File: src/design/dot_consts.svh
// sizing constants for the bit-serial dot-product engine
// BITS_PER_BANK must be 2**TREE_DEPTH and FIFO_DEPTH a power of two
// ACC_WIDTH is X_WIDTH plus GUARD_BITS
`ifndef DOT_CONSTS_SVH
`define DOT_CONSTS_SVH

`define NUM_BANKS      4    // banks, one sample each per group
`define BITS_PER_BANK  8    // features per chunk
`define TREE_DEPTH     3    // log2 of BITS_PER_BANK
`define X_WIDTH        32   // one x feature
`define GUARD_BITS     4    // fraction bits below the result
`define ACC_WIDTH      36
`define MAX_PLANES     8    // most bit planes per sample
`define FIFO_DEPTH     16   // a-line buffer depth, also producer credits
`define CHUNK_WIDTH    8
`define GROUP_WIDTH    16

`endif

File: src/design/dot_pkg.sv
// shared types of the dot-product engine
// a_line_t bank i owns bits i*BITS_PER_BANK and up
`include "dot_consts.svh"

package dot_pkg;

    typedef logic [`NUM_BANKS*`BITS_PER_BANK-1:0]  a_line_t;   // one bit plane, all banks
    typedef logic signed [`X_WIDTH-1:0]            x_word_t;
    typedef logic [`BITS_PER_BANK*`X_WIDTH-1:0]    x_line_t;   // feature j at j*X_WIDTH
    typedef logic signed [`ACC_WIDTH-1:0]          acc_t;
    typedef logic signed [`ACC_WIDTH-`GUARD_BITS-1:0] dot_t;   // acc with guard bits dropped
    typedef logic [$clog2(`MAX_PLANES)-1:0]        plane_idx_t;
    typedef logic [`CHUNK_WIDTH-1:0]               chunk_cnt_t;
    typedef logic [`GROUP_WIDTH-1:0]               group_cnt_t;

    // travels beside the data through tree and accumulator
    typedef struct packed {
        logic       valid;
        plane_idx_t plane;    // 0 is the MSB plane
        logic       first;    // chunk 0 plane 0
        logic       last;     // final chunk, final plane
    } plane_tag_t;

    // run setup, sampled on start
    typedef struct packed {
        group_cnt_t                    num_groups;
        chunk_cnt_t                    num_chunks;   // at least 1
        logic [$clog2(`MAX_PLANES):0]  num_planes;   // 1..MAX_PLANES
    } run_cfg_t;

    typedef enum logic [1:0] {
        SEQ_IDLE,
        SEQ_GROUP,
        SEQ_STREAM,
        SEQ_DONE
    } seq_state_t;

endpackage

File: src/design/a_line_fifo.sv
// a-line buffer, register array, one credit back per pop
// producer holds FIFO_DEPTH credits so no full flag goes out
`include "dot_consts.svh"

module a_line_fifo
    import dot_pkg::*;
(
    input  logic    clk,
    input  logic    rst_n,
    input  logic    wr_en,
    input  a_line_t wr_data,
    input  logic    rd_en,
    output a_line_t rd_data,     // valid the cycle after rd_en
    output logic    empty,
    output logic    credit
);

    localparam int             PTR_W     = $clog2(`FIFO_DEPTH);
    localparam logic [PTR_W:0] DEPTH_CNT = `FIFO_DEPTH;

    a_line_t          mem [`FIFO_DEPTH];
    logic [PTR_W-1:0] wr_ptr;
    logic [PTR_W-1:0] rd_ptr;
    logic [PTR_W:0]   count;      // one extra bit to tell full from empty
    logic             full;

    // count moves on the pop edge, so a pop issued now is already seen next cycle
    assign empty  = (count == '0);
    assign full   = (count == DEPTH_CNT);
    assign credit = rd_en;        // same cycle as the pop

    always_ff @(posedge clk)
    begin
        if (wr_en)
            mem[wr_ptr] <= wr_data;
        if (rd_en)
            rd_data <= mem[rd_ptr];   // registered read
    end

    always_ff @(posedge clk)
    begin
        if (!rst_n)
        begin
            wr_ptr <= '0;
            rd_ptr <= '0;
            count  <= '0;
        end
        else
        begin
            if (wr_en)
                wr_ptr <= wr_ptr + 1'b1;      // wraps, depth is a power of two
            if (rd_en)
                rd_ptr <= rd_ptr + 1'b1;
            case ({wr_en, rd_en})
                2'b10:   count <= count + 1'b1;
                2'b01:   count <= count - 1'b1;
                default: count <= count;      // both or neither
            endcase
        end
    end

    // producer side keeps its credit count right
    a_no_overflow: assert property (@(posedge clk) disable iff (!rst_n) wr_en |-> !full)
        else $error("a-line write while buffer full");

    a_no_underflow: assert property (@(posedge clk) disable iff (!rst_n) rd_en |-> !empty)
        else $error("a-line pop while buffer empty");

endmodule

File: config.mk
export PLATFORM = sky130hd
export DESIGN_NAME = a_line_fifo
export DESIGN_NICKNAME = d
export VERILOG_FILES = /design/src/design/dot_pkg.sv /design/src/design/a_line_fifo.sv
export VERILOG_INCLUDE_DIRS = /design/src /design/src/design
export SDC_FILE = /design/constraint.sdc
export NUM_CORES = 1
export LEC_CHECK = 0
export ABC_CLOCK_PERIOD_IN_PS = 6000
export BUFFER_PORTS_ARGS = -buffer_cell sky130_fd_sc_hd__buf_2
export CAP_MARGIN = 20
export CELL_PAD_IN_SITES_DETAIL_PLACEMENT = 1
export CELL_PAD_IN_SITES_GLOBAL_PLACEMENT = 2
export CORE_AREA = 2 2 158 277
export CTS_BUF_LIST = sky130_fd_sc_hd__clkbuf_4 sky130_fd_sc_hd__clkbuf_8
export DETAILED_ROUTE_END_ITERATION = 10
export DIE_AREA = 0 0 160 279
export GPL_TIMING_DRIVEN = 0
export PLACE_DENSITY = 0.79
export SLEW_MARGIN = 20
export SYNTH_ARGS = -nofsm -noshare
export SYNTH_HDL_FRONTEND = slang
export SYNTH_SLANG_ARGS = --single-unit
File: constraint.sdc
create_clock -name clk -period 6 [get_ports clk]
set_input_delay 1.2 -clock clk [delete_from_list [all_inputs] [get_ports clk]]
set_output_delay 1.2 -clock clk [all_outputs]
set_load 0.005 [all_outputs]
==> results of run 1 <==
-- routing by layer --
metal,track usage [%],vias up
met2,41.5,394
li1,-,4213
met3,5.07,98
met5,0,-
met4,9.33,2
met1,27.9,5491
-- cells in the mapped netlist, drive strengths merged, types with 2 or more instances --
cell | instances | area share, %
dfxtp | 13 | 1.2
nor3b | 3 | 0.11
inv | 4 | 0.071
mux4 | 128 | 14
a21oi | 2 | 0.048
xor2 | 3 | 0.13
nand2 | 38 | 0.68
nor2b | 5 | 0.15
clkbuf | 29 | 0.52
nand4b | 2 | 0.083
nor2 | 6 | 0.11
or4b | 2 | 0.095
ha | 9 | 0.54
edfxtp | 544 | 78
buf | 20 | 0.69
nand3 | 4 | 0.095
nand4 | 5 | 0.15
mux2i | 3 | 0.14
xnor2 | 6 | 0.25
a22oi | 64 | 2.3
and2 | 24 | 0.72
-- path summary, 6_finish.rpt --
check           endpoint  slack [ns]
max               credit        2.72
min             count[3]        0.56
max reg2reg  rd_data[20]        3.38
min reg2reg     count[3]        0.56
-- flip-flops by register name (all words and copies together), names as in the netlist --
name,flops
wr_ptr,4
rd_data,32
mem,512
rd_ptr,4
count,5
-- cell families (layout without fill, tap and decap cells) --
logic type,count (synthesis),after routing,share of synthesized area (%)
and+or+nand+nor,94,94,2.36
xor gates and xnor gates,9,9,0.375
DFF,557,557,79.0
AOI/OAI and AO/OA,71,71,2.53
buffers and inverters,53,267,1.28
adders and majority gates,9,9,0.536
muxes,131,131,13.9
other,0,1,0
-- power groups by stage --
| stage | Combinational, W | Clock (W) | Sequential (W) |
|---|---|---|---|
| floorplan | 0.000337 | 0 | 0.00447 |
| global route | 0.000600 | 0.00316 | 0.00439 |
| CTS | 0.000565 | 0.00300 | 0.00439 |
| global placement | 0.000537 | 0 | 0.00447 |
| finish | 0.000553 | 0.00295 | 0.00439 |
| detailed placement | 0.000562 | 0 | 0.00447 |
-- cell type report --
cell class	count	area [µm²]	share of cell area, %
Timing Repair Buffer	75	498	2.10
Clock buffer	106	1300	5.48
Multi-Input combinational cell	314	4160	17.5
Antenna cell	1	2.50	0.0105
Sequential cell	557	16600	69.8
Inverter	4	15.0	0.0632
Tap cell	561	702	2.95
Clock inverter	33	230	0.969
Buffer	49	254	1.07
-- metrics by stage --
| step | setup slack, ns | cell area, µm² | util [%] | power, W |
|---|---|---|---|---|
| floorplan | 2.77 | 21000 | - | 0.00481 |
| global placement | 1.61 | 22000 | 52.1 | 0.00501 |
| detailed placement | 1.81 | 22200 | 52.5 | 0.00503 |
| CTS | 2.30 | 23800 | 56.2 | 0.00795 |
| global route | 2.67 | 23800 | 56.2 | 0.00815 |
| finish | 2.72 | 23800 | 56.2 | 0.00789 |
-- worst max-delay path: cells and delay by family --
family	cells	cell delay [ns]
buffers and inverters	3	0.84
==> impl_metrics.yaml, run 1 <==
layout:
  final_cells: 1700
  synthToLayoutAreaGrowth_pct: 13.2
  layout_commonest_cell: "edfxtp_1"
  drive_above_1_share_pct: 31.5
  final_cell_mix: "edfxtp_1 (544), mux4_2 (128), clkbuf_8 (81)"
  fin_nets: 1124
  n_fill_cell: 3718
critical_path:
  cp-start-kind: "input pin"
  r2r_start: "rd_ptr[1]"
  worst_r2r_path_depth: 5
  startpoint: "rd_en"
  worstSetupPathType: "in2out"
  max_stage_delay_ns: 0.53
  cp-end-kind: "output pin"
  crit_top_cell: "buf_4"
  cp_cell_sequence: "buf_4 -> buf_4 -> buf_2"
  slowest_stage: "buf_4"
  path_max_fanout: 39
  worstPathArrival_ns: 2.08
  crit_required_ns: 4.80
pwr:
  powerDensity_nw_per_um2: 332
  power.share.combinational_pct: 7.0
  p_seq_share_pct: 55.6
  internal_power_w: 0.00614
  worst_ir_drop_vdd_uv: 147
  power.leakage_nw: 7.57
  swShare_pct: 22.2
  net-switching-power_w: 0.00175
  power.share.clock_pct: 37.4
clock_tree:
  cts_made_buffers: 78
  cts-root-buf: "clkbuf_8"
  cts_resized: 0
  cts_tree: "done"
  cts_num_sinks: 557
  path_clk_slew_ns: 0.07
  cts_setup_buffers: 0
  hold_buffers: 0
  htree_levels: 3
  worstSkewPairLatency_ns: 0.64
  cts_buffer_depth: 3
sta:
  period_minus_slack_ns: 3.28
  slew_headroom_pct: 30.9
  fin_worst_skew_ns: 0.0228
  fin_crit_sh_pct: 54.6
  whs_ns: 0.558
  tightest_slew_ns: 1.04
  hold_viol: 0
  drv_slew: 0
  max_freq_mhz: 305
  final.setup.tns_ns: 0
  rsz0062_at_grt: "no"
  setup_viol: 0
placement:
  place_congestion: 0.708
  portBuffers: 67
  dpl.cell_count: 1560
  hpwl_mm: 29.0
synth:
  synth_edf_count: 544
  synth_area_um2: 21000
  ys_types: 34
  seq_area_frac_synth_pct: 79.0
  synth-warning-count: 0
  syn-num-nets: 969
  synthFlopType: "edfxtp_1"
  synth.ff_latch_count: 557
  avgSynthCellArea_um2: 22.7
  synthCells: 924
  ys_async_sr_fraction_pct: 0
route:
  ant_nets: 0
  drt-pass1-iter-count: 5
  highest_layer: "met5"
  met1Wirelength_mm: 18.6
  num_vias: 10200
  routedWlPerCell_um: 29.8
  dr.first_iter.drc_count: 979
  route.detailed.drc: 0
  wl_met2_mm: 27.3
  detail_route.vias_per_cell: 6.00
  drt-total-wl_mm: 50.6
  met3_length_mm: 3.10
grt:
  grt_start_max_net_pins: 40
  grt_pass1_wl_mm: 74.7
  gr-usage-all-layers_pct: 23.4
  grt_pass1_vias: 11200
  antenna_found_initial: 2
  grt_overflow: 0
outcome:
  status: "finished clean"
worst_hold_path:
  hold_path_class: "reg2reg"
  holdCritStartpoint: "count[3]"
  holdPathStages: 2
floorplanning:
  pin_count: 70
  dieArea_um2: 44600
  chipWidth_um: 160
  num_rows: 100
  fp.dieH_um: 279
  core_um2: 42300
  initial_core_util_pct: 49.6
flow_run:
  drv_cap: 0
No activity file was read; power rests on OpenSTA's default activity.
==> inputs of run 2 (changes only) <==
--- a/config.mk
+++ b/config.mk
@@ -6,17 +6,18 @@
 export SDC_FILE = /design/constraint.sdc
 export NUM_CORES = 1
 export LEC_CHECK = 0
-export ABC_CLOCK_PERIOD_IN_PS = 6000
+export ABC_AREA = 1
+export ABC_CLOCK_PERIOD_IN_PS = 3000
 export BUFFER_PORTS_ARGS = -buffer_cell sky130_fd_sc_hd__buf_2
 export CAP_MARGIN = 20
 export CELL_PAD_IN_SITES_DETAIL_PLACEMENT = 1
 export CELL_PAD_IN_SITES_GLOBAL_PLACEMENT = 2
-export CORE_AREA = 2 2 158 277
+export CORE_AREA = 2 2 182 317
 export CTS_BUF_LIST = sky130_fd_sc_hd__clkbuf_4 sky130_fd_sc_hd__clkbuf_8
 export DETAILED_ROUTE_END_ITERATION = 10
-export DIE_AREA = 0 0 160 279
+export DIE_AREA = 0 0 184 319
 export GPL_TIMING_DRIVEN = 0
-export PLACE_DENSITY = 0.79
+export PLACE_DENSITY = 0.77
 export SLEW_MARGIN = 20
 export SYNTH_ARGS = -nofsm -noshare
 export SYNTH_HDL_FRONTEND = slang
==> constraint.sdc (replaced) <==
create_clock -name clk -period 3 [get_ports clk]
set_input_delay 0.6 -clock clk [delete_from_list [all_inputs] [get_ports clk]]
set_output_delay 0.6 -clock clk [all_outputs]
set_load 0.005 [all_outputs]
==> run 2 against run 1 <==
Effect of this change:
- via count is 46% higher
- largest cell class unchanged
- sequential share of layout area shrank 6.2 points
- clock-buffer cell count rose by 2
- sequential power rose by 99%
- clock power up 110%
- synthesized cell count up 92%
- setup slack worse by 2.1 ns
- routed wire length rose by 34%
- non-clock buffer count grew 69
==> impl_metrics.yaml, run 2 <==
pwr:
  swShare_pct: 24.7
  worst_ir_drop_vdd_uv: 291
  net-switching-power_w: 0.00401
  p_seq_share_pct: 53.8
  power.leakage_nw: 9.42
  power.share.clock_pct: 37.7
  power.share.combinational_pct: 8.5
  powerDensity_nw_per_um2: 623
  total_power_w: 0.0163
  internal_power_w: 0.0122
layout:
  synthToLayoutAreaGrowth_pct: 14.6
  largest_reg_flops: 512
  largest-register: "mem"
  fin_area_um2: 26100
  reg_top3: "mem (512), rd_data (32), count (5)"
  fin_nets: 1988
  final_cell_mix: "edfxtp_1 (544), inv_1 (276), nand3_1 (197)"
  n_fill_cell: 5869
  drive_above_1_share_pct: 16.0
  layout_commonest_cell: "edfxtp_1"
synth:
  yosysMostFrequentCell: "edfxtp_1"
  synth-warning-count: 0
  synth.ff_latch_count: 557
  avgSynthCellArea_um2: 12.8
  synth_area_um2: 22800
  netlist.area_leader.share_pct: 71.7
  synth_edf_count: 544
  synthFlopType: "edfxtp_1"
  syn-num-nets: 1817
  ys_async_sr_fraction_pct: 0
  synthCells: 1772
  ys_types: 24
  synth_top_cells_by_area: "edfxtp_1 (72%), inv_1 (4.6%), nand3_1 (4.3%)"
  seq_area_frac_synth_pct: 72.9
  yosys.area.top_type: "edfxtp_1"
  synth_top_cells_by_count: "edfxtp_1 (544), inv_1 (276), nand3_1 (197)"
critical_path:
  max_stage_delay_ns: 0.71
  worstSetupPathType: "reg2reg"
  cp-end-kind: "flop"
  worst_r2r_path_depth: 8
  cp.depth: 8
  crit_end: "rd_data[10]"
  crit_family: "buffers and inverters"
  rr_endpoint: "rd_data[10]"
  rrSetupSlack_ns: 0.64
  r2r_start: "rd_ptr[1]"
  path_max_fanout: 10
  worstPathArrival_ns: 2.76
  slowest_stage: "buf_1"
  crit_required_ns: 3.40
  cp-start-kind: "flop"
  cp_cell_sequence: "buf_2 -> buf_2 -> buf_1 -> a21oi_1 -> o21ai_1 -> nand3_1 -> nand3_1 -> nand2_1"
  crit_buf_inv: 3
  startpoint: "rd_ptr[1]"
floorplanning:
  chipWidth_um: 184
  pin_count: 70
  num_rows: 115
  initial_core_util_pct: 40.6
  fp.dieH_um: 319
  core_um2: 56100
  dieArea_um2: 58700
route:
  drt-pass1-iter-count: 5
  ant_nets: 0
  num_vias: 14800
  dr.first_iter.drc_count: 1096
  drt-total-wl_mm: 68.0
  routedWlPerCell_um: 25.1
  route.detailed.drc: 0
  detail_route.vias_per_cell: 5.47
clock_tree:
  cts_num_sinks: 557
  path_clk_slew_ns: 0.06
  cts_made_buffers: 84
  htree_levels: 3
  cts_buffer_depth: 3
  cts-root-buf: "clkbuf_8"
  cts_tree: "done"
  worstSkewPairLatency_ns: 0.66
  cts_setup_buffers: 0
  cts_resized: 0
  hold_buffers: 0
sta:
  max_freq_mhz: 423
  fin_crit_sh_pct: 78.8
  setup_viol: 0
  drv_slew: 0
  period_minus_slack_ns: 2.36
  slew_headroom_pct: 34.9
  fin_worst_skew_ns: 0.0305
  tightest_slew_ns: 0.977
  rsz0062_at_grt: "no"
  hold_viol: 0
placement:
  hpwl_mm: 46.4
  place_congestion: 0.785
  dpl-instance-area_um2: 24500
  portBuffers: 69
flow_run:
  drv_cap: 0
grt:
  antenna_found_initial: 1
  grt_pass1_wl_mm: 102
  grt_overflow: 0
  grt_pass1_vias: 16300
  grt_start_max_net_pins: 41
  gr-usage-all-layers_pct: 23.8
outcome:
  status: "finished clean"
worst_hold_path:
  hold_path_class: "in2reg"
==> run 2: layout make-up <==
class / count / area (µm²) / share of cell area (%)
clock inverter: 45 / 256 / 0.983
timing repair buffer: 85 / 721 / 2.76
antenna: 1 / 2.50 / 0.00959
sequential: 557 / 16600 / 63.6
buffer: 108 / 749 / 2.87
tap: 702 / 878 / 3.37
clock buffer: 108 / 1350 / 5.17
inverter: 276 / 1040 / 3.97
multi-input combinational: 831 / 4510 / 17.3
==> run 2: power groups by stage <==
stage	combinational (W)	sequential (W)	clock, W
floorplan	0.000735	0.00892	0
global placement	0.00133	0.00891	0
detailed placement	0.00140	0.00891	0
CTS	0.00141	0.00875	0.00623
global route	0.00151	0.00875	0.00655
finish	0.00138	0.00875	0.00613
==> run 2: worst register-to-register path, stage by stage, from the launching register on <==
cell     delay, ns
dfxtp_1       0.33
buf_2         0.14
buf_2         0.30
buf_1         0.71
a21oi_1       0.12
o21ai_1       0.15
nand3_1       0.13
nand3_1       0.14
nand2_1       0.08
==> run 2: worst min-delay path by stage <==
stage | from | to | slack (ns) | cells after the start
after floorplan | count[1] | count[1] | 0.51 | 2
after global placement | wr_ptr[0] | wr_ptr[0] | 0.52 | 2
after detailed placement | wr_ptr[3] | wr_ptr[3] | 0.54 | 2
after CTS | rst_n | wr_ptr[0] | 0.24 | 3
after global routing | rst_n | wr_ptr[0] | 0.27 | 3
final | rst_n | rd_ptr[0] | 0.28 | 3
==> run 2: cell families (layout without fill, tap and decap cells) <==
| logic type | after synthesis | count (layout) | share of synthesized area [%] |
|---|---|---|---|
| fa+ha+maj | 9 | 9 | 0.495 |
| flops | 557 | 557 | 72.9 |
| buf+inv | 384 | 622 | 7.84 |
| compound gates | 401 | 401 | 10.6 |
| simple gates | 418 | 418 | 8.02 |
| xor+xnor | 3 | 3 | 0.115 |
| other cells | 0 | 1 | 0 |
==> run 2: through the flow <==
step                      util (%)  hold slack (ns)  cells  setup TNS [ns]  worst slack [ns]
after global routing          46.5            0.270   2713               0             0.571
after floorplan                  -            0.505   1772               0             0.486
after detailed placement      43.6            0.540   2559               0             0.305
after CTS                     46.5            0.236   2712               0             0.631
final                         46.5            0.279   2713               0             0.637
after global placement        42.8            0.524   2543         -614.82             -1.42
==> run 2: layer usage <==
layer	wire, µm	vias to the layer above	global-route usage, %
li1	-	6651	-
met1	25100	7636	26.4
met2	37600	396	44.7
met3	2670	158	3.46
met4	2560	0	10.2
met5	0	-	0
==> inputs of run 3 (changes only) <==
--- a/config.mk
+++ b/config.mk
@@ -7,17 +7,17 @@
 export NUM_CORES = 1
 export LEC_CHECK = 0
 export ABC_AREA = 1
-export ABC_CLOCK_PERIOD_IN_PS = 3000
+export ABC_CLOCK_PERIOD_IN_PS = 2300
 export BUFFER_PORTS_ARGS = -buffer_cell sky130_fd_sc_hd__buf_2
 export CAP_MARGIN = 20
 export CELL_PAD_IN_SITES_DETAIL_PLACEMENT = 1
 export CELL_PAD_IN_SITES_GLOBAL_PLACEMENT = 2
-export CORE_AREA = 2 2 182 317
+export CORE_AREA = 2 2 172 300
 export CTS_BUF_LIST = sky130_fd_sc_hd__clkbuf_4 sky130_fd_sc_hd__clkbuf_8
 export DETAILED_ROUTE_END_ITERATION = 10
-export DIE_AREA = 0 0 184 319
+export DIE_AREA = 0 0 174 302
 export GPL_TIMING_DRIVEN = 0
-export PLACE_DENSITY = 0.77
+export PLACE_DENSITY = 0.81
 export SLEW_MARGIN = 20
 export SYNTH_ARGS = -nofsm -noshare
 export SYNTH_HDL_FRONTEND = slang
==> constraint.sdc (replaced) <==
create_clock -name clk -period 2.3 [get_ports clk]
set_input_delay 0.46 -clock clk [delete_from_list [all_inputs] [get_ports clk]]
set_output_delay 0.46 -clock clk [all_outputs]
set_load 0.005 [all_outputs]
==> run 3 against run 2 <==
Effect of this change:
- die area decreased by 10%
- sequential power grew 30%
- sequential share of layout area grew 0.33 points
- total power is 27% higher
- global-route usage increased by 2.1 points
- sequential cell count unchanged
- clock power increased by 22%
- first-iteration DRC count shrank 6.4%
- hold slack got worse by 0.14 ns
- clock-buffer cell count is 2 higher
- non-clock buffer count increased by 2
- routed wire length shrank 0.89%
==> impl_metrics.yaml, run 3 (synthesis gave the netlist of run 2 again) <==
critical_path:
  worstPathArrival_ns: 2.62
  rrSetupSlack_ns: 0.06
  worstSetupPathType: "reg2reg"
  path_max_fanout: 10
  crit_required_ns: 2.69
  cp-start-kind: "flop"
  cp-end-kind: "flop"
floorplanning:
  pin_count: 70
  dieArea_um2: 52500
  initial_core_util_pct: 45.4
  core_um2: 50200
  num_rows: 109
  chipWidth_um: 174
  fp.dieH_um: 302
pwr:
  power.share.clock_pct: 36.1
  power.leakage_nw: 9.40
  worst_ir_drop_vdd_uv: 390
  net-switching-power_w: 0.00501
  power.share.combinational_pct: 8.7
  internal_power_w: 0.0157
  powerDensity_nw_per_um2: 797
  swShare_pct: 24.2
  p_seq_share_pct: 55.1
route:
  routedWlPerCell_um: 25.4
  drt-total-wl_mm: 67.4
  route.detailed.drc: 0
  drt-pass1-iter-count: 5
  dr.first_iter.drc_count: 1026
  detail_route.vias_per_cell: 5.60
  ant_nets: 0
  num_vias: 14900
layout:
  largest_reg_flops: 512
  layout_commonest_cell: "edfxtp_1"
  reg_top3: "mem (512), rd_data (32), count (5)"
  drive_above_1_share_pct: 16.1
  final_cell_mix: "edfxtp_1 (544), inv_1 (276), nand3_1 (197)"
  fin_nets: 1986
  final_util_pct: 51.7
  largest-register: "mem"
  synthToLayoutAreaGrowth_pct: 14.0
clock_tree:
  path_clk_slew_ns: 0.07
  cts_made_buffers: 80
  cts-root-buf: "clkbuf_8"
  htree_levels: 3
  cts_buffer_depth: 3
  worstSkewPairLatency_ns: 0.66
  cts_tree: "done"
  cts_num_sinks: 557
sta:
  period_minus_slack_ns: 2.24
  drv_slew: 0
  tightest_slew_ns: 0.903
  rsz0062_at_grt: "no"
  slew_headroom_pct: 39.8
  fin_ws_ns: 0.0631
  max_freq_mhz: 447
  setup_viol: 0
  fin_worst_skew_ns: 0.0262
  fin_crit_sh_pct: 97.3
  hold_viol: 0
grt:
  gr-usage-all-layers_pct: 25.9
  antenna_found_initial: 1
  grt_pass1_wl_mm: 99.8
  grt_start_max_net_pins: 41
  grt_overflow: 0
  grt_pass1_vias: 16100
placement:
  portBuffers: 69
  hpwl_mm: 45.8
  place_congestion: 0.798
  dp_slack_ns: -0.256
outcome:
  status: "finished clean"
worst_hold_path:
  hold_path_class: "in2reg"
flow_run:
  drv_cap: 0
run 3: changes by cell type in the layout (fill, tap and decap cells not counted), sizes merged:
| cell | change |
|---|---|
| buf | -1 |
| bufinv | -2 |
| clkbuf | +5 |
| clkinv | -19 |
| clkinvlp | -3 |
run 3: final timing paths:
check / from / end / cells after the start
max reg2reg: rd_ptr[2] / rd_data[21] / 6
min: rst_n / rd_ptr[0] / 3
max: rd_ptr[2] / rd_data[21] / 6
min reg2reg: count[1] / count[1] / 2
run 3: through the flow:
stage | area (µm²) | hold slack [ns] | cells | power [W] | setup TNS, ns
3_5_place_dp | 24500 | 0.543 | 2523 | 0.0134 | -0.529
3_3_place_gp | 23900 | 0.525 | 2507 | 0.0133 | -872.39
4_1_cts | 25900 | 0.0937 | 2654 | 0.0208 | 0
6_report | 26000 | 0.140 | 2657 | 0.0207 | 0
5_1_grt | 26000 | 0.138 | 2657 | 0.0213 | 0
2_1_floorplan | 22800 | 0.505 | 1772 | 0.0126 | -71.16
run 3: repair_timing:
item / 4_1_cts / 5_1_grt
resized for setup: 2 / 12
endpoints found under the setup margin: 2 / 46
hold buffers: 0 / 0
setup buffers: 0 / 2
pin swaps: 0 / 2
run 3: per-layer routing:
| metal | GRT usage, % | vias to the layer above | share of wire (%) |
|---|---|---|---|
| li1 | - | 6626 | - |
| met1 | 28.2 | 7650 | 37 |
| met2 | 48.7 | 431 | 55 |
| met3 | 3.95 | 163 | 4.0 |
| met4 | 13.4 | 0 | 4.7 |
| met5 | 0 | - | 0 |
run 3: power groups by stage:
stage,clock [W],sequential (W),combinational (W)
floorplan,0,0.0116,0.000959
global placement,0,0.0116,0.00171
detailed placement,0,0.0116,0.00182
CTS,0.00760,0.0114,0.00183
global route,0.00795,0.0114,0.00196
finish,0.00747,0.0114,0.00181
run 3: worst max-delay path, stage by stage (launching register included):
cell     delay (ns)
dfxtp_1        0.32
inv_1          0.19
buf_2          0.33
buf_1          0.67
nand3_1        0.21
nand3_1        0.14
nand2_1        0.08
run 3: layout make-up:
class                   count  area, µm²
flip-flops and latches    557      16600
multi-input cells         831       4510
repair buffers             87        778
fillers                  5284      24200
inverters                 276       1040
diodes                      1       2.50
plain buffers             108        761
clock buffers             110       1360
clock inverters            21       90.1
well taps                 666        833
